[src/hw/gpio_pkg.sv]
`default_nettype none

package gpio_pkg;

    localparam int GPIO_WIDTH = 16;
    localparam int DATA_WIDTH = 32;
    localparam int ADDR_WIDTH = 32;
    localparam int STRB_WIDTH = DATA_WIDTH / 8;
    localparam int NUM_ALT    = 3;
    localparam int NUM_REGS   = 7;

    // Byte offsets of the register map, one 32-bit word per register.
    localparam logic [ADDR_WIDTH-1:0] REG_IDR    = 32'h00;
    localparam logic [ADDR_WIDTH-1:0] REG_ODR    = 32'h04;
    localparam logic [ADDR_WIDTH-1:0] REG_MODER  = 32'h08;
    localparam logic [ADDR_WIDTH-1:0] REG_OTYPER = 32'h0C;
    localparam logic [ADDR_WIDTH-1:0] REG_FSR0   = 32'h10;
    localparam logic [ADDR_WIDTH-1:0] REG_FSR1   = 32'h14;
    localparam logic [ADDR_WIDTH-1:0] REG_IER    = 32'h18;

    typedef enum logic [2:0] {
        IDX_IDR    = 3'd0,
        IDX_ODR    = 3'd1,
        IDX_MODER  = 3'd2,
        IDX_OTYPER = 3'd3,
        IDX_FSR0   = 3'd4,
        IDX_FSR1   = 3'd5,
        IDX_IER    = 3'd6
    } reg_idx_e;

    typedef struct packed {
        logic [ADDR_WIDTH-1:0] paddr;
        logic                  pwrite;
        logic [DATA_WIDTH-1:0] pwdata;
        logic [STRB_WIDTH-1:0] pstrb;
        logic                  psel;
        logic                  penable;
    } apb_req_t;

    typedef struct packed {
        logic [DATA_WIDTH-1:0] prdata;
        logic                  pready;
        logic                  pslverr;
    } apb_rsp_t;

    typedef struct packed {
        logic                      en;
        reg_idx_e                  idx;
        logic [GPIO_WIDTH-1:0]     data;
        logic [GPIO_WIDTH/8-1:0]   strb; // Only the two low bytes carry bits.
    } reg_wr_t;

    typedef struct packed {
        logic [GPIO_WIDTH-1:0] odr;
        logic [GPIO_WIDTH-1:0] moder;
        logic [GPIO_WIDTH-1:0] otyper;
        logic [GPIO_WIDTH-1:0] fsr0;
        logic [GPIO_WIDTH-1:0] fsr1;
        logic [GPIO_WIDTH-1:0] ier;
    } gpio_cfg_t;

    typedef struct packed {
        logic [GPIO_WIDTH-1:0] o;
        logic [GPIO_WIDTH-1:0] oe;
    } pin_out_t;

endpackage

`default_nettype wire

[src/hw/gpio_reg_ctrl.sv]
`timescale 1ns/100ps
`default_nettype none

module gpio_reg_ctrl (
    input  wire logic                            seq,
    input  wire logic                            reset,
    input  wire gpio_pkg::apb_req_t              apb_req,
    input  wire gpio_pkg::gpio_cfg_t             cfg,
    input  wire logic [gpio_pkg::GPIO_WIDTH-1:0] idr,
    output gpio_pkg::apb_rsp_t                   apb_rsp,
    output gpio_pkg::reg_wr_t                    reg_wr
);

    import gpio_pkg::*;

    reg_idx_e              idx;
    logic                  mapped;
    logic                  err;
    logic                  access;
    logic                  answered;
    logic [GPIO_WIDTH-1:0] reg_view [NUM_REGS];

    // Full address compare, so misaligned offsets fall through to the default.
    always_comb begin
        mapped = 1'b1;
        idx    = IDX_IDR;
        case (apb_req.paddr)
            REG_IDR:    idx = IDX_IDR;
            REG_ODR:    idx = IDX_ODR;
            REG_MODER:  idx = IDX_MODER;
            REG_OTYPER: idx = IDX_OTYPER;
            REG_FSR0:   idx = IDX_FSR0;
            REG_FSR1:   idx = IDX_FSR1;
            REG_IER:    idx = IDX_IER;
            default:    mapped = 1'b0;
        endcase
    end

    assign err = !mapped || (apb_req.pwrite && idx == IDX_IDR); // IDR is read-only.

    // A master that holds penable past the first access cycle gets no second answer.
    always_ff @(posedge seq) begin
        if (reset) begin
            answered <= 1'b0;
        end else begin
            answered <= apb_req.psel && apb_req.penable;
        end
    end

    assign access = apb_req.psel && apb_req.penable && !answered;

    always_comb begin
        reg_view[IDX_IDR]    = idr;
        reg_view[IDX_ODR]    = cfg.odr;
        reg_view[IDX_MODER]  = cfg.moder;
        reg_view[IDX_OTYPER] = cfg.otyper;
        reg_view[IDX_FSR0]   = cfg.fsr0;
        reg_view[IDX_FSR1]   = cfg.fsr1;
        reg_view[IDX_IER]    = cfg.ier;
    end

    always_comb begin
        apb_rsp.pready  = access;
        apb_rsp.pslverr = access && err;
        if (mapped) begin
            apb_rsp.prdata = {{(DATA_WIDTH - GPIO_WIDTH){1'b0}}, reg_view[idx]};
        end else begin
            apb_rsp.prdata = '0;
        end
    end

    always_comb begin
        reg_wr.en   = access && apb_req.pwrite && !err;
        reg_wr.idx  = idx;
        reg_wr.data = apb_req.pwdata[GPIO_WIDTH-1:0];
        reg_wr.strb = apb_req.pstrb[GPIO_WIDTH/8-1:0]; // Upper strobes address no bits.
    end

endmodule

`default_nettype wire

[src/hw/gpio_reg_file.sv]
`timescale 1ns/100ps
`default_nettype none

module gpio_reg_file (
    input  wire logic              seq,
    input  wire logic              reset,
    input  wire gpio_pkg::reg_wr_t reg_wr,
    output gpio_pkg::gpio_cfg_t    cfg
);

    import gpio_pkg::*;

    // Replace only the bytes whose strobe is set.
    function automatic logic [GPIO_WIDTH-1:0] merge_bytes(
        input logic [GPIO_WIDTH-1:0] old_value,
        input reg_wr_t               wr
    );
        logic [GPIO_WIDTH-1:0] result;
        result = old_value;
        for (int b = 0; b < GPIO_WIDTH / 8; b++) begin
            if (wr.strb[b]) begin
                result[b*8 +: 8] = wr.data[b*8 +: 8];
            end
        end
        return result;
    endfunction

    always_ff @(posedge seq) begin
        if (reset) begin
            cfg <= '0;
        end else if (reg_wr.en) begin
            case (reg_wr.idx)
                IDX_ODR: begin
                    cfg.odr <= merge_bytes(cfg.odr, reg_wr);
                end
                IDX_MODER: begin
                    cfg.moder <= merge_bytes(cfg.moder, reg_wr);
                end
                IDX_OTYPER: begin
                    cfg.otyper <= merge_bytes(cfg.otyper, reg_wr);
                end
                IDX_FSR0: begin
                    cfg.fsr0 <= merge_bytes(cfg.fsr0, reg_wr);
                end
                IDX_FSR1: begin
                    cfg.fsr1 <= merge_bytes(cfg.fsr1, reg_wr);
                end
                IDX_IER: begin
                    cfg.ier <= merge_bytes(cfg.ier, reg_wr);
                end
                default: begin
                    cfg <= cfg; // IDR lives in the input synchronizer.
                end
            endcase
        end
    end

endmodule

`default_nettype wire

[src/hw/gpio_input_sync.sv]
`timescale 1ns/100ps
`default_nettype none

module gpio_input_sync (
    input  wire logic                            seq,
    input  wire logic                            reset,
    input  wire logic [gpio_pkg::GPIO_WIDTH-1:0] pins_in,
    input  wire logic [gpio_pkg::GPIO_WIDTH-1:0] ier,
    output logic [gpio_pkg::GPIO_WIDTH-1:0]      idr,
    output logic                                 irq
);

    import gpio_pkg::*;

    logic [GPIO_WIDTH-1:0] meta; // First stage, may go metastable.

    always_ff @(posedge seq) begin
        if (reset) begin
            meta <= '0;
            idr  <= '0;
        end else begin
            meta <= pins_in;
            idr  <= meta;
        end
    end

    // The interrupt is level sensitive and follows IDR by one edge.
    always_ff @(posedge seq) begin
        if (reset) begin
            irq <= 1'b0;
        end else begin
            irq <= |(ier & idr);
        end
    end

endmodule

`default_nettype wire

[src/hw/gpio_pin_mux.sv]
`timescale 1ns/100ps
`default_nettype none

module gpio_pin_mux (
    input  wire gpio_pkg::gpio_cfg_t                                     cfg,
    input  wire logic [gpio_pkg::NUM_ALT-1:0][gpio_pkg::GPIO_WIDTH-1:0] alt_out,
    output gpio_pkg::pin_out_t                                           pins
);

    import gpio_pkg::*;

    logic [2*GPIO_WIDTH-1:0] fsr;
    logic [1:0]              func [GPIO_WIDTH];
    logic [GPIO_WIDTH-1:0]   sel;

    assign fsr = {cfg.fsr1, cfg.fsr0}; // Two bits per pin, pin 0 at the bottom.

    always_comb begin
        for (int p = 0; p < GPIO_WIDTH; p++) begin
            func[p] = fsr[2*p +: 2];
            if (func[p] == 2'd0) begin
                sel[p] = cfg.odr[p];
            end else begin
                sel[p] = alt_out[func[p] - 2'd1][p];
            end
        end
    end

    // An open-drain pin drives only a low level and releases the line for a one.
    assign pins = '{
        o:  sel,
        oe: cfg.moder & ~(cfg.otyper & sel)
    };

endmodule

`default_nettype wire

[src/hw/gpio_periph.sv]
`timescale 1ns/100ps
`default_nettype none

module gpio_periph (
    input  wire logic                                                    seq,
    input  wire logic                                                    reset,
    input  wire gpio_pkg::apb_req_t                                      apb_req,
    input  wire logic [gpio_pkg::GPIO_WIDTH-1:0]                         pins_in,
    input  wire logic [gpio_pkg::NUM_ALT-1:0][gpio_pkg::GPIO_WIDTH-1:0] alt_out,
    output gpio_pkg::apb_rsp_t                                           apb_rsp,
    output gpio_pkg::pin_out_t                                           pins,
    output logic                                                         irq
);

    import gpio_pkg::*;

    reg_wr_t               reg_wr;
    gpio_cfg_t             cfg;
    logic [GPIO_WIDTH-1:0] idr;

    gpio_reg_ctrl gpio_reg_ctrl_i (
        .seq     (seq),
        .reset   (reset),
        .apb_req (apb_req),
        .cfg     (cfg),
        .idr     (idr),
        .apb_rsp (apb_rsp),
        .reg_wr  (reg_wr)
    );

    gpio_reg_file gpio_reg_file_i (
        .seq    (seq),
        .reset  (reset),
        .reg_wr (reg_wr),
        .cfg    (cfg)
    );

    gpio_input_sync gpio_input_sync_i (
        .seq     (seq),
        .reset   (reset),
        .pins_in (pins_in),
        .ier     (cfg.ier),
        .idr     (idr),
        .irq     (irq)
    );

    // Pad outputs are combinational from the configuration.
    gpio_pin_mux gpio_pin_mux_i (
        .cfg     (cfg),
        .alt_out (alt_out),
        .pins    (pins)
    );

endmodule

`default_nettype wire

[config.mk]
export PLATFORM = sky130hd
export DESIGN_NAME = gpio_periph
export DESIGN_NICKNAME = d
export VERILOG_FILES = /design/src/hw/gpio_pkg.sv /design/src/hw/gpio_reg_ctrl.sv /design/src/hw/gpio_reg_file.sv /design/src/hw/gpio_input_sync.sv /design/src/hw/gpio_pin_mux.sv /design/src/hw/gpio_periph.sv
export SDC_FILE = /design/constraint.sdc
export NUM_CORES = 1
export LEC_CHECK = 0
export ABC_AREA = 1
export BUFFER_PORTS_ARGS = -buffer_cell sky130_fd_sc_hd__buf_2
export CORE_UTILIZATION = 31
export DETAILED_ROUTE_END_ITERATION = 6
export PLACE_DENSITY = 0.49
export REMOVE_ABC_BUFFERS = 1
export SYNTH_ARGS = -nofsm -noshare
export SYNTH_HDL_FRONTEND = slang
export SYNTH_SLANG_ARGS = --single-unit
[constraint.sdc]
create_clock -name seq -period 5.46 [get_ports seq]
set_clock_uncertainty 0.05 [all_clocks]
set_input_delay 1.092 -clock seq [delete_from_list [all_inputs] [get_ports seq]]
set_output_delay 1.092 -clock seq [all_outputs]
set_load 0.005 [all_outputs]
## After elaboration in Yosys (flattened, before gate mapping)

Index checks and enable logic that the tools add are counted.

- Flip-flop bits (word level): 130
- Output and inout bits: 67

- Add/sub/neg operators: 16
- Order comparisons: 17
- Eq/ne operators: 12
- Multiplexer cells: 54
- Bitwise operators: 5
- Reductions and logical operators: 42

Operators with widths:

| kind | number |
|---|---|
| $bmux 16 s2 | 16 |
| $eq 32x5->1 const B | 3 |
| $eq 32x4->1 const B | 2 |
| $mux 16 | 4 |
| $and 16x16->16 | 3 |
| $bmux 16 s3 | 1 |
| $lt 2x3->1 const B | 16 |
| $reduce_and 3->1 | 12 |
| $eq 32x3->1 const B | 1 |
| $logic_not 2->1 | 16 |
| $logic_not 32->1 | 1 |
| $sub 2x1->2 const B | 16 |
| $mux 1 | 18 |
| $pmux 3 s6 | 1 |
| $not 16->16 | 1 |
| $reduce_or 16->1 | 1 |
| $mux 15 | 1 |
| $mux 14 | 1 |
| $mux 13 | 1 |
| $mux 12 | 1 |
| $mux 11 | 1 |
| $mux 10 | 1 |
| $eq 3x3->1 const B | 3 |
| $mux 9 | 1 |
| 16 further kinds | 24 |

## Longest topological paths before layout

Gate-level depths: netlist of run 1.

- Depth after elaboration: 8
- Gate-level depth with buffers: 16

## Hierarchy

From an unflattened synthesis of run 1, not the netlist that was laid out.

- Cells, all modules: 1401
- Area, all modules: 8237.9 um2

By module, submodules not included:

| module | times used | cells each | area each (um2) |
|---|---|---|---|
| gpio_reg_file | 1 | 567 | 3804.9 |
| gpio_reg_ctrl | 1 | 413 | 2015.7 |
| gpio_pin_mux | 1 | 288 | 1346.3 |
| gpio_input_sync | 1 | 133 | 1071.0 |

## Worst setup path before layout of run 1

Ideal clock, no wire load.

- Kind: input port to output port
- Start: in apb_req[54] in the netlist's numbering
- End: out apb_rsp[10] in the netlist's numbering
- Data arrival time: 2650 ps
- Setup slack: 1668 ps
- Cell stages on the path: 14
- Cell sequence: nor2_1 > nand2_1 > nor2_4 > nand2_1 > nor2_4 > inv_2 > nand3_2 > inv_2 > nand2_2 > buf_2 > nor2_1 > nor2_1 > a21oi_1 > nor2_1

RTL lines:

| element | RTL line | RTL |
|---|---|---|
| start, declared | gpio_periph.sv:7 | `input wire gpio_pkg::apb_req_t apb_req,` |
| end, declared | gpio_periph.sv:10 | `output gpio_pkg::apb_rsp_t apb_rsp,` |

==> results of run 1 <==
## metrics by stage
step,cell area (µm²),cells,hold slack [ns],setup WS (ns)
detailed placement,8740,1677,0.346,0.810
finish,9300,1707,0.351,0.748
global route,9300,1707,0.379,0.513
floorplan,7330,1164,0.338,1.09
global placement,8740,1677,0.343,0.811
CTS,9300,1707,0.354,0.802
## flip-flops by register name, indices dropped and copies added, names as in the netlist
name                      count
gpio_reg_file_i.cfg          96
gpio_input_sync_i.idr        16
gpio_input_sync_i.meta       16
gpio_input_sync_i.irq         1
gpio_reg_ctrl_i.answered      1
## per-layer routing
layer  share of wire, %  up-vias  GRT usage [%]  wire length [µm]
met5                  0        -              0                 0
met4                2.1        0           7.34               560
met3                6.5       37           3.46              1750
met2                 44      299           32.9             11700
met1                 48     3543           29.2             12700
li1                   -     4084              -                 -
## layout make-up
cell class | count | share of cell area (%)
Clock inverter | 5 | 0.538
Multi-Input combinational cell | 898 | 45.4
Clock buffer | 25 | 5.54
Sequential cell | 130 | 28.0
Timing Repair Buffer | 189 | 10.7
Tap cell | 324 | 4.36
Inverter | 136 | 5.50
## cell families after synthesis
kind of cell	Yosys count
compound gates	96
buf+inv	199
other cells	1
fa+ha+maj	16
mux	16
simple gates	754
flops	130
## cell usage after synthesis, drive strengths merged
master / count / area, µm²
nor2: 378 / 1580
nand2: 242 / 918
inv: 135 / 507
dfxtp: 130 / 2600
nand3: 116 / 586
buf: 43 / 298
o21ai: 37 / 185
a21oi: 33 / 165
clkbuf: 20 / 75.1
ha: 16 / 200
mux2: 16 / 180
o22ai: 16 / 100
nand4: 14 / 124
a221oi: 4 / 35.0
a22o: 4 / 35.0
nor3: 4 / 20.0
a31oi: 1 / 21.3
a41oi: 1 / 8.76
clkinv: 1 / 3.75
conb: 1 / 3.75
## power breakdown
part	leakage [nW]	internal (mW)	switching, mW
registers	1.05	0.960	0.00510
clock network	0.285	0.691	0.425
logic	2.94	0.0524	0.0739
## worst max-delay path, delay by kind of cell
kind	cells	cell delay [ns]
and+or+nand+nor	10	1.94
buffers and inverters	3	0.42
AOI/OAI and AO/OA	1	0.12
## how the worst min path moves through the flow
stage / to / cells after the start / slack [ns]
global route: gpio_input_sync_i.idr[13] / 2 / 0.38
detailed placement: gpio_input_sync_i.idr[5] / 2 / 0.35
CTS: gpio_input_sync_i.idr[5] / 2 / 0.35
floorplan: gpio_input_sync_i.idr[0] / 2 / 0.34
finish: gpio_input_sync_i.idr[5] / 2 / 0.35
global placement: gpio_input_sync_i.idr[5] / 2 / 0.34
==> run metrics, run 1 <==
outcome complete, but fails checks; failing checks DRC; Initial Util 31.5%; H-tree depth 4; final global-route overflow total 0; Max Slew Vio Count 0; Multi-input gate area 4220 µm²; Fin. Hold Viols 0; Synth Register Bits 130; register area share after synthesis 34.0%; CTS sink cnt 130; Max-Cap Viols 0; Final period util 86.3%; path depth of the worst reg2reg path 7; max frequency 0.212 GHz; HP Class reg2reg; Syn. warnings 0; mux cell area share after synthesis 2.36%; Hold-fix buffers, CTS 0; Synth Area in Simple Gates 42.2%; Fillers 2,764; # resized after CTS 0; Crit path arrival time 3.57 ns; Core ar. 24,200 µm²; die footprint 25,300 µm²; CP Launch Type input port; Cells after Synth 1,212; FF-to-FF End gpio_reg_file_i.cfg[79]; Worst-Margin Slew 0.968 ns; Worst-path clk slew 0.06 ns; register area 2600 µm²; maximum root-to-sink buffer count 2; PwrDens 237 nW/µm²; Finished Core Util 38.4%; via count 7,963; Antenna Cells 0; Post-Synth Adder-Cell Area 2.62%; pin count of the biggest net entering global routing 65; Post-CTS Repair Setup Buffers 0; initial antenna violation count 0; fraction of layout cells with a size suffix above 1 19.8%; root buf cell clkbuf_16; Final Setup Violations 0; Layout area overhead 21.6%; worst skew pair latency 0.43 ns; commonest non-fill, non-tap cell in the layout nor2_1; crit-path cells buf_2 -> nor2_1 -> nand2_1 -> nor2_1 -> nand2_1 -> nor2_4 -> buf_4 -> nor3_1 -> nand2_2 -> nor2_1 -> nor2_1 -> a21oi_1 -> nor2_1 -> buf_2; Avg Synthesized Cell Area 6.31 µm²; vias in the first global route 7,208; Max-slew headroom 35.5%; IO Port Bufs 169; WP data required 4.32 ns; Layout Nets 1,525; RSZ-0062 raised after global routing no; CP max-delay cell nand2_1; Hold Crit Start gpio_input_sync_i.meta[5]; commonest non-fill, non-tap cells in the layout nor2_1 (353), nand2_1 (238), buf_2 (169); worst-path fanout max 16; CTS tree built; Routed WL 26.7 mm; placed wire-length estimate 18.7 mm; IR drop worst, VDD 0.178 mV; row count 57; CTS buffer count 17; Synth Area in Compound Gates 7.20%; Die Wd 159 µm; Tmin final 4.71 ns; crit path from apb_req[62]; r2r setup slk 3.30 ns; # DRC 1; initial DRC count 603; Critical Path Sink apb_rsp[11]; cell repeated most along the worst path nor2_1; setup_tns 0 ns; Die Ht 159 µm; unique cell type count in the Yosys netlist 31; Avg WL per Cell 15.6 µm; main combinational cell family by area after synthesis simple AND/OR/NAND/NOR gates; total track usage 21.0%; ANT nets after route 0; Crit. End Element output port; XOR/XNOR share of the synthesized area 0%; Crit Reg-Reg Startpoint gpio_reg_ctrl_i.answered; LEAKAGE 4.28 nW; number of detailed-route iterations in the first pass 7; num ports 204; slowest stage delay, CP 0.47 ns; CP Class in2out; Pwr Total 2.21 mW; first-pass GRT wire length 40.7 mm; Vias/cell 4.66; Final GP Congestion 0.831; synthesized cell area 7650 µm²
Note: power is estimated with default switching activity, not from simulation.
==> run 2, diff against run 1 <==
--- a/config.mk
+++ b/config.mk
@@ -7,6 +7,7 @@
 export LEC_CHECK = 0
 export ABC_AREA = 1
 export BUFFER_PORTS_ARGS = -buffer_cell sky130_fd_sc_hd__buf_2
+export CAP_MARGIN = 20
 export CORE_UTILIZATION = 31
 export DETAILED_ROUTE_END_ITERATION = 6
 export PLACE_DENSITY = 0.49
==> constraint.sdc (replaced) <==
create_clock -name seq -period 5.46 [get_ports seq]
set_clock_uncertainty 0.05 [all_clocks]
set_input_delay 1.092 -clock seq [delete_from_list [all_inputs] [get_ports seq]]
set_output_delay 1.092 -clock seq [all_outputs]
set_load 0.01 [all_outputs]
==> run 2 against run 1 <==
Effect of this change: the run still ends with DRC left; count of clock-buffer cells in the layout decreased by 7; die area is the same; utilization is 0.34 points higher; fmax is essentially flat; worst setup slack got worse by 0.00092 ns; first-iteration DRC count is 9.5% lower; wire length is essentially flat; critical path type unchanged; largest cell class unchanged.
==> run metrics, run 2 (synthesis results as in run 1) <==
commonest non-fill, non-tap cell in the layout nor2_1; Layout area overhead 22.7%; path depth of the worst reg2reg path 7 (unchanged); Vias/cell 4.64 (-0.58%); Fin. Hold Viols 0 (unchanged); CTS buffer count 17 (unchanged); Final Setup Violations 0 (unchanged); Hold Crit Start gpio_input_sync_i.meta[4]; cell repeated most along the worst path nor2_1; Largest register FFs 96 (unchanged); Hold-fix buffers, CTS 0 (unchanged); Routed WL 26.7 mm (about the same); Finished Core Util 38.7% (+0.34 points); Fillers 2,748 (-0.58%); RSZ-0062 raised after global routing no; row count 57 (unchanged); worst hold path depth 2 (unchanged); HP Class reg2reg; Max-slew headroom 31.4% (-4.0 points); WP data required 4.32 ns (about the same); Core ar. 24,200 µm² (unchanged); outcome complete, but fails checks; commonest non-fill, non-tap cells in the layout nor2_1 (353), nand2_1 (238), buf_2 (169); fraction of layout cells with a size suffix above 1 20.1% (+0.26 points); Avg WL per Cell 15.6 µm (about the same); Final GP Congestion 0.833 (+0.17%); Max Slew Vio Count 0 (unchanged); Endpoint, Worst Hold gpio_input_sync_i.idr[4]; CTS tree built; Worst-path clk slew 0.06 ns (about the same); initial antenna violation count 0 (unchanged); Max-Cap Viols 0 (unchanged); CP Launch Type input port; Post-CTS Repair Setup Buffers 0 (unchanged); ANT nets after route 0 (unchanged); maximum root-to-sink buffer count 2 (unchanged); max frequency 0.212 GHz (about the same); FF-to-FF End gpio_reg_file_i.cfg[39]; Tmin final 4.71 ns (+0.000916 ns); CP Class in2out; H-tree depth 4 (unchanged); setup_tns 0 ns (unchanged); die footprint 25,300 µm² (unchanged); Final period util 86.3% (about the same); crit path from apb_req[70]; CP max-delay cell nand2_1; pin count of the biggest net entering global routing 88 (+35%); Worst-Margin Slew 1.03 ns (+0.0606 ns); CTS sink cnt 130 (unchanged); total track usage 21.1% (+0.098 points); PwrDens 252 nW/µm² (+6.4%); placed wire-length estimate 18.7 mm (-0.24%); number of detailed-route iterations in the first pass 7 (unchanged); IO Port Bufs 169 (unchanged); vias in the first global route 7,360 (+2.1%); # resized after CTS 0 (unchanged); r2r setup slk 3.28 ns (-0.02 ns); Pwr Total 2.37 mW (+7.3%); slowest stage delay, CP 0.49 ns (+0.02 ns); initial DRC count 546 (-9.5%); Largest regs gpio_reg_file_i.cfg (96), gpio_input_sync_i.idr (16), gpio_input_sync_i.meta (16); first-pass GRT wire length 41.1 mm (+1.1%); worst skew pair latency 0.42 ns (about the same); Crit. End Element output port; # DRC 1 (unchanged); worst-path fanout max 16 (unchanged); final global-route overflow total 0 (unchanged); Crit Reg-Reg Startpoint gpio_reg_ctrl_i.answered; Die Wd 159 µm (unchanged); IR drop worst, VDD 0.172 mV (-3.3%); crit-path cells buf_2 -> nor2_1 -> nand2_1 -> nor2_1 -> nand2_1 -> nor2_4 -> buf_4 -> nor3_1 -> nand2_2 -> nor2_1 -> nor2_1 -> a21oi_1 -> nor2_1 -> buf_2; failing checks DRC; via count 7,926 (-0.46%); Die Ht 159 µm (unchanged); Layout Nets 1,525 (unchanged); Crit path arrival time 3.57 ns (about the same); Most flops, register gpio_reg_file_i.cfg; LEAKAGE 4.31 nW (+0.82%); num ports 204 (unchanged); Initial Util 31.5% (unchanged); root buf cell clkbuf_16; Antenna Cells 0 (unchanged)
==> run 2: cell types whose count changed in the layout (fill, tap and decap cells not counted), sizes merged <==
cell      before  now
clkinv         5    8
inv          135  136
clkinvlp       0    1
bufinv         1    5
clkbuf        25   18
==> run 2: layout make-up <==
class,count,area [µm²],share of cell area (%)
inverter,136,512,5.45
sequential,130,2600,27.7
timing repair buffer,189,996,10.6
clock buffer,18,439,4.68
multi-input combinational,898,4220,45.0
tap,324,405,4.32
clock inverter,14,209,2.23
==> run 2: worst max-delay path by stage <==
stage,end,slack [ns],depth (start not counted)
final,apb_rsp[11],0.75,14
after global routing,apb_rsp[10],0.60,14
after CTS,apb_rsp[11],0.83,14
after detailed placement,apb_rsp[7],0.85,14
after global placement,apb_rsp[7],0.82,14
after floorplan,apb_rsp[10],1.07,11
==> run 2: power by group <==
part           internal [mW]  switching [mW]  leakage (nW)
registers              0.960         0.00493          1.05
logic                 0.0519          0.0766          2.94
clock network          0.821           0.455         0.320
==> run 2: routing by layer <==
layer	track usage, %	share of wire [%]
met1	29.4	48
met2	33.4	44
met3	3.83	6.7
met4	5.90	1.8
met5	0	0
==> run 2: worst max-delay path, delay by kind of cell <==
kind                   cells  cell delay [ns]
and+or+nand+nor           10             1.90
AOI/OAI and AO/OA          1             0.12
buffers and inverters      3             0.43
==> run 2: through the flow <==
stage / hold WS (ns) / cells / area (µm²) / worst slack, ns
6_report: 0.349 / 1709 / 9380 / 0.747
5_1_grt: 0.372 / 1709 / 9380 / 0.603
3_3_place_gp: 0.345 / 1677 / 8740 / 0.820
3_5_place_dp: 0.348 / 1677 / 8740 / 0.850
4_1_cts: 0.354 / 1709 / 9380 / 0.833
2_1_floorplan: 0.338 / 1164 / 7330 / 1.07
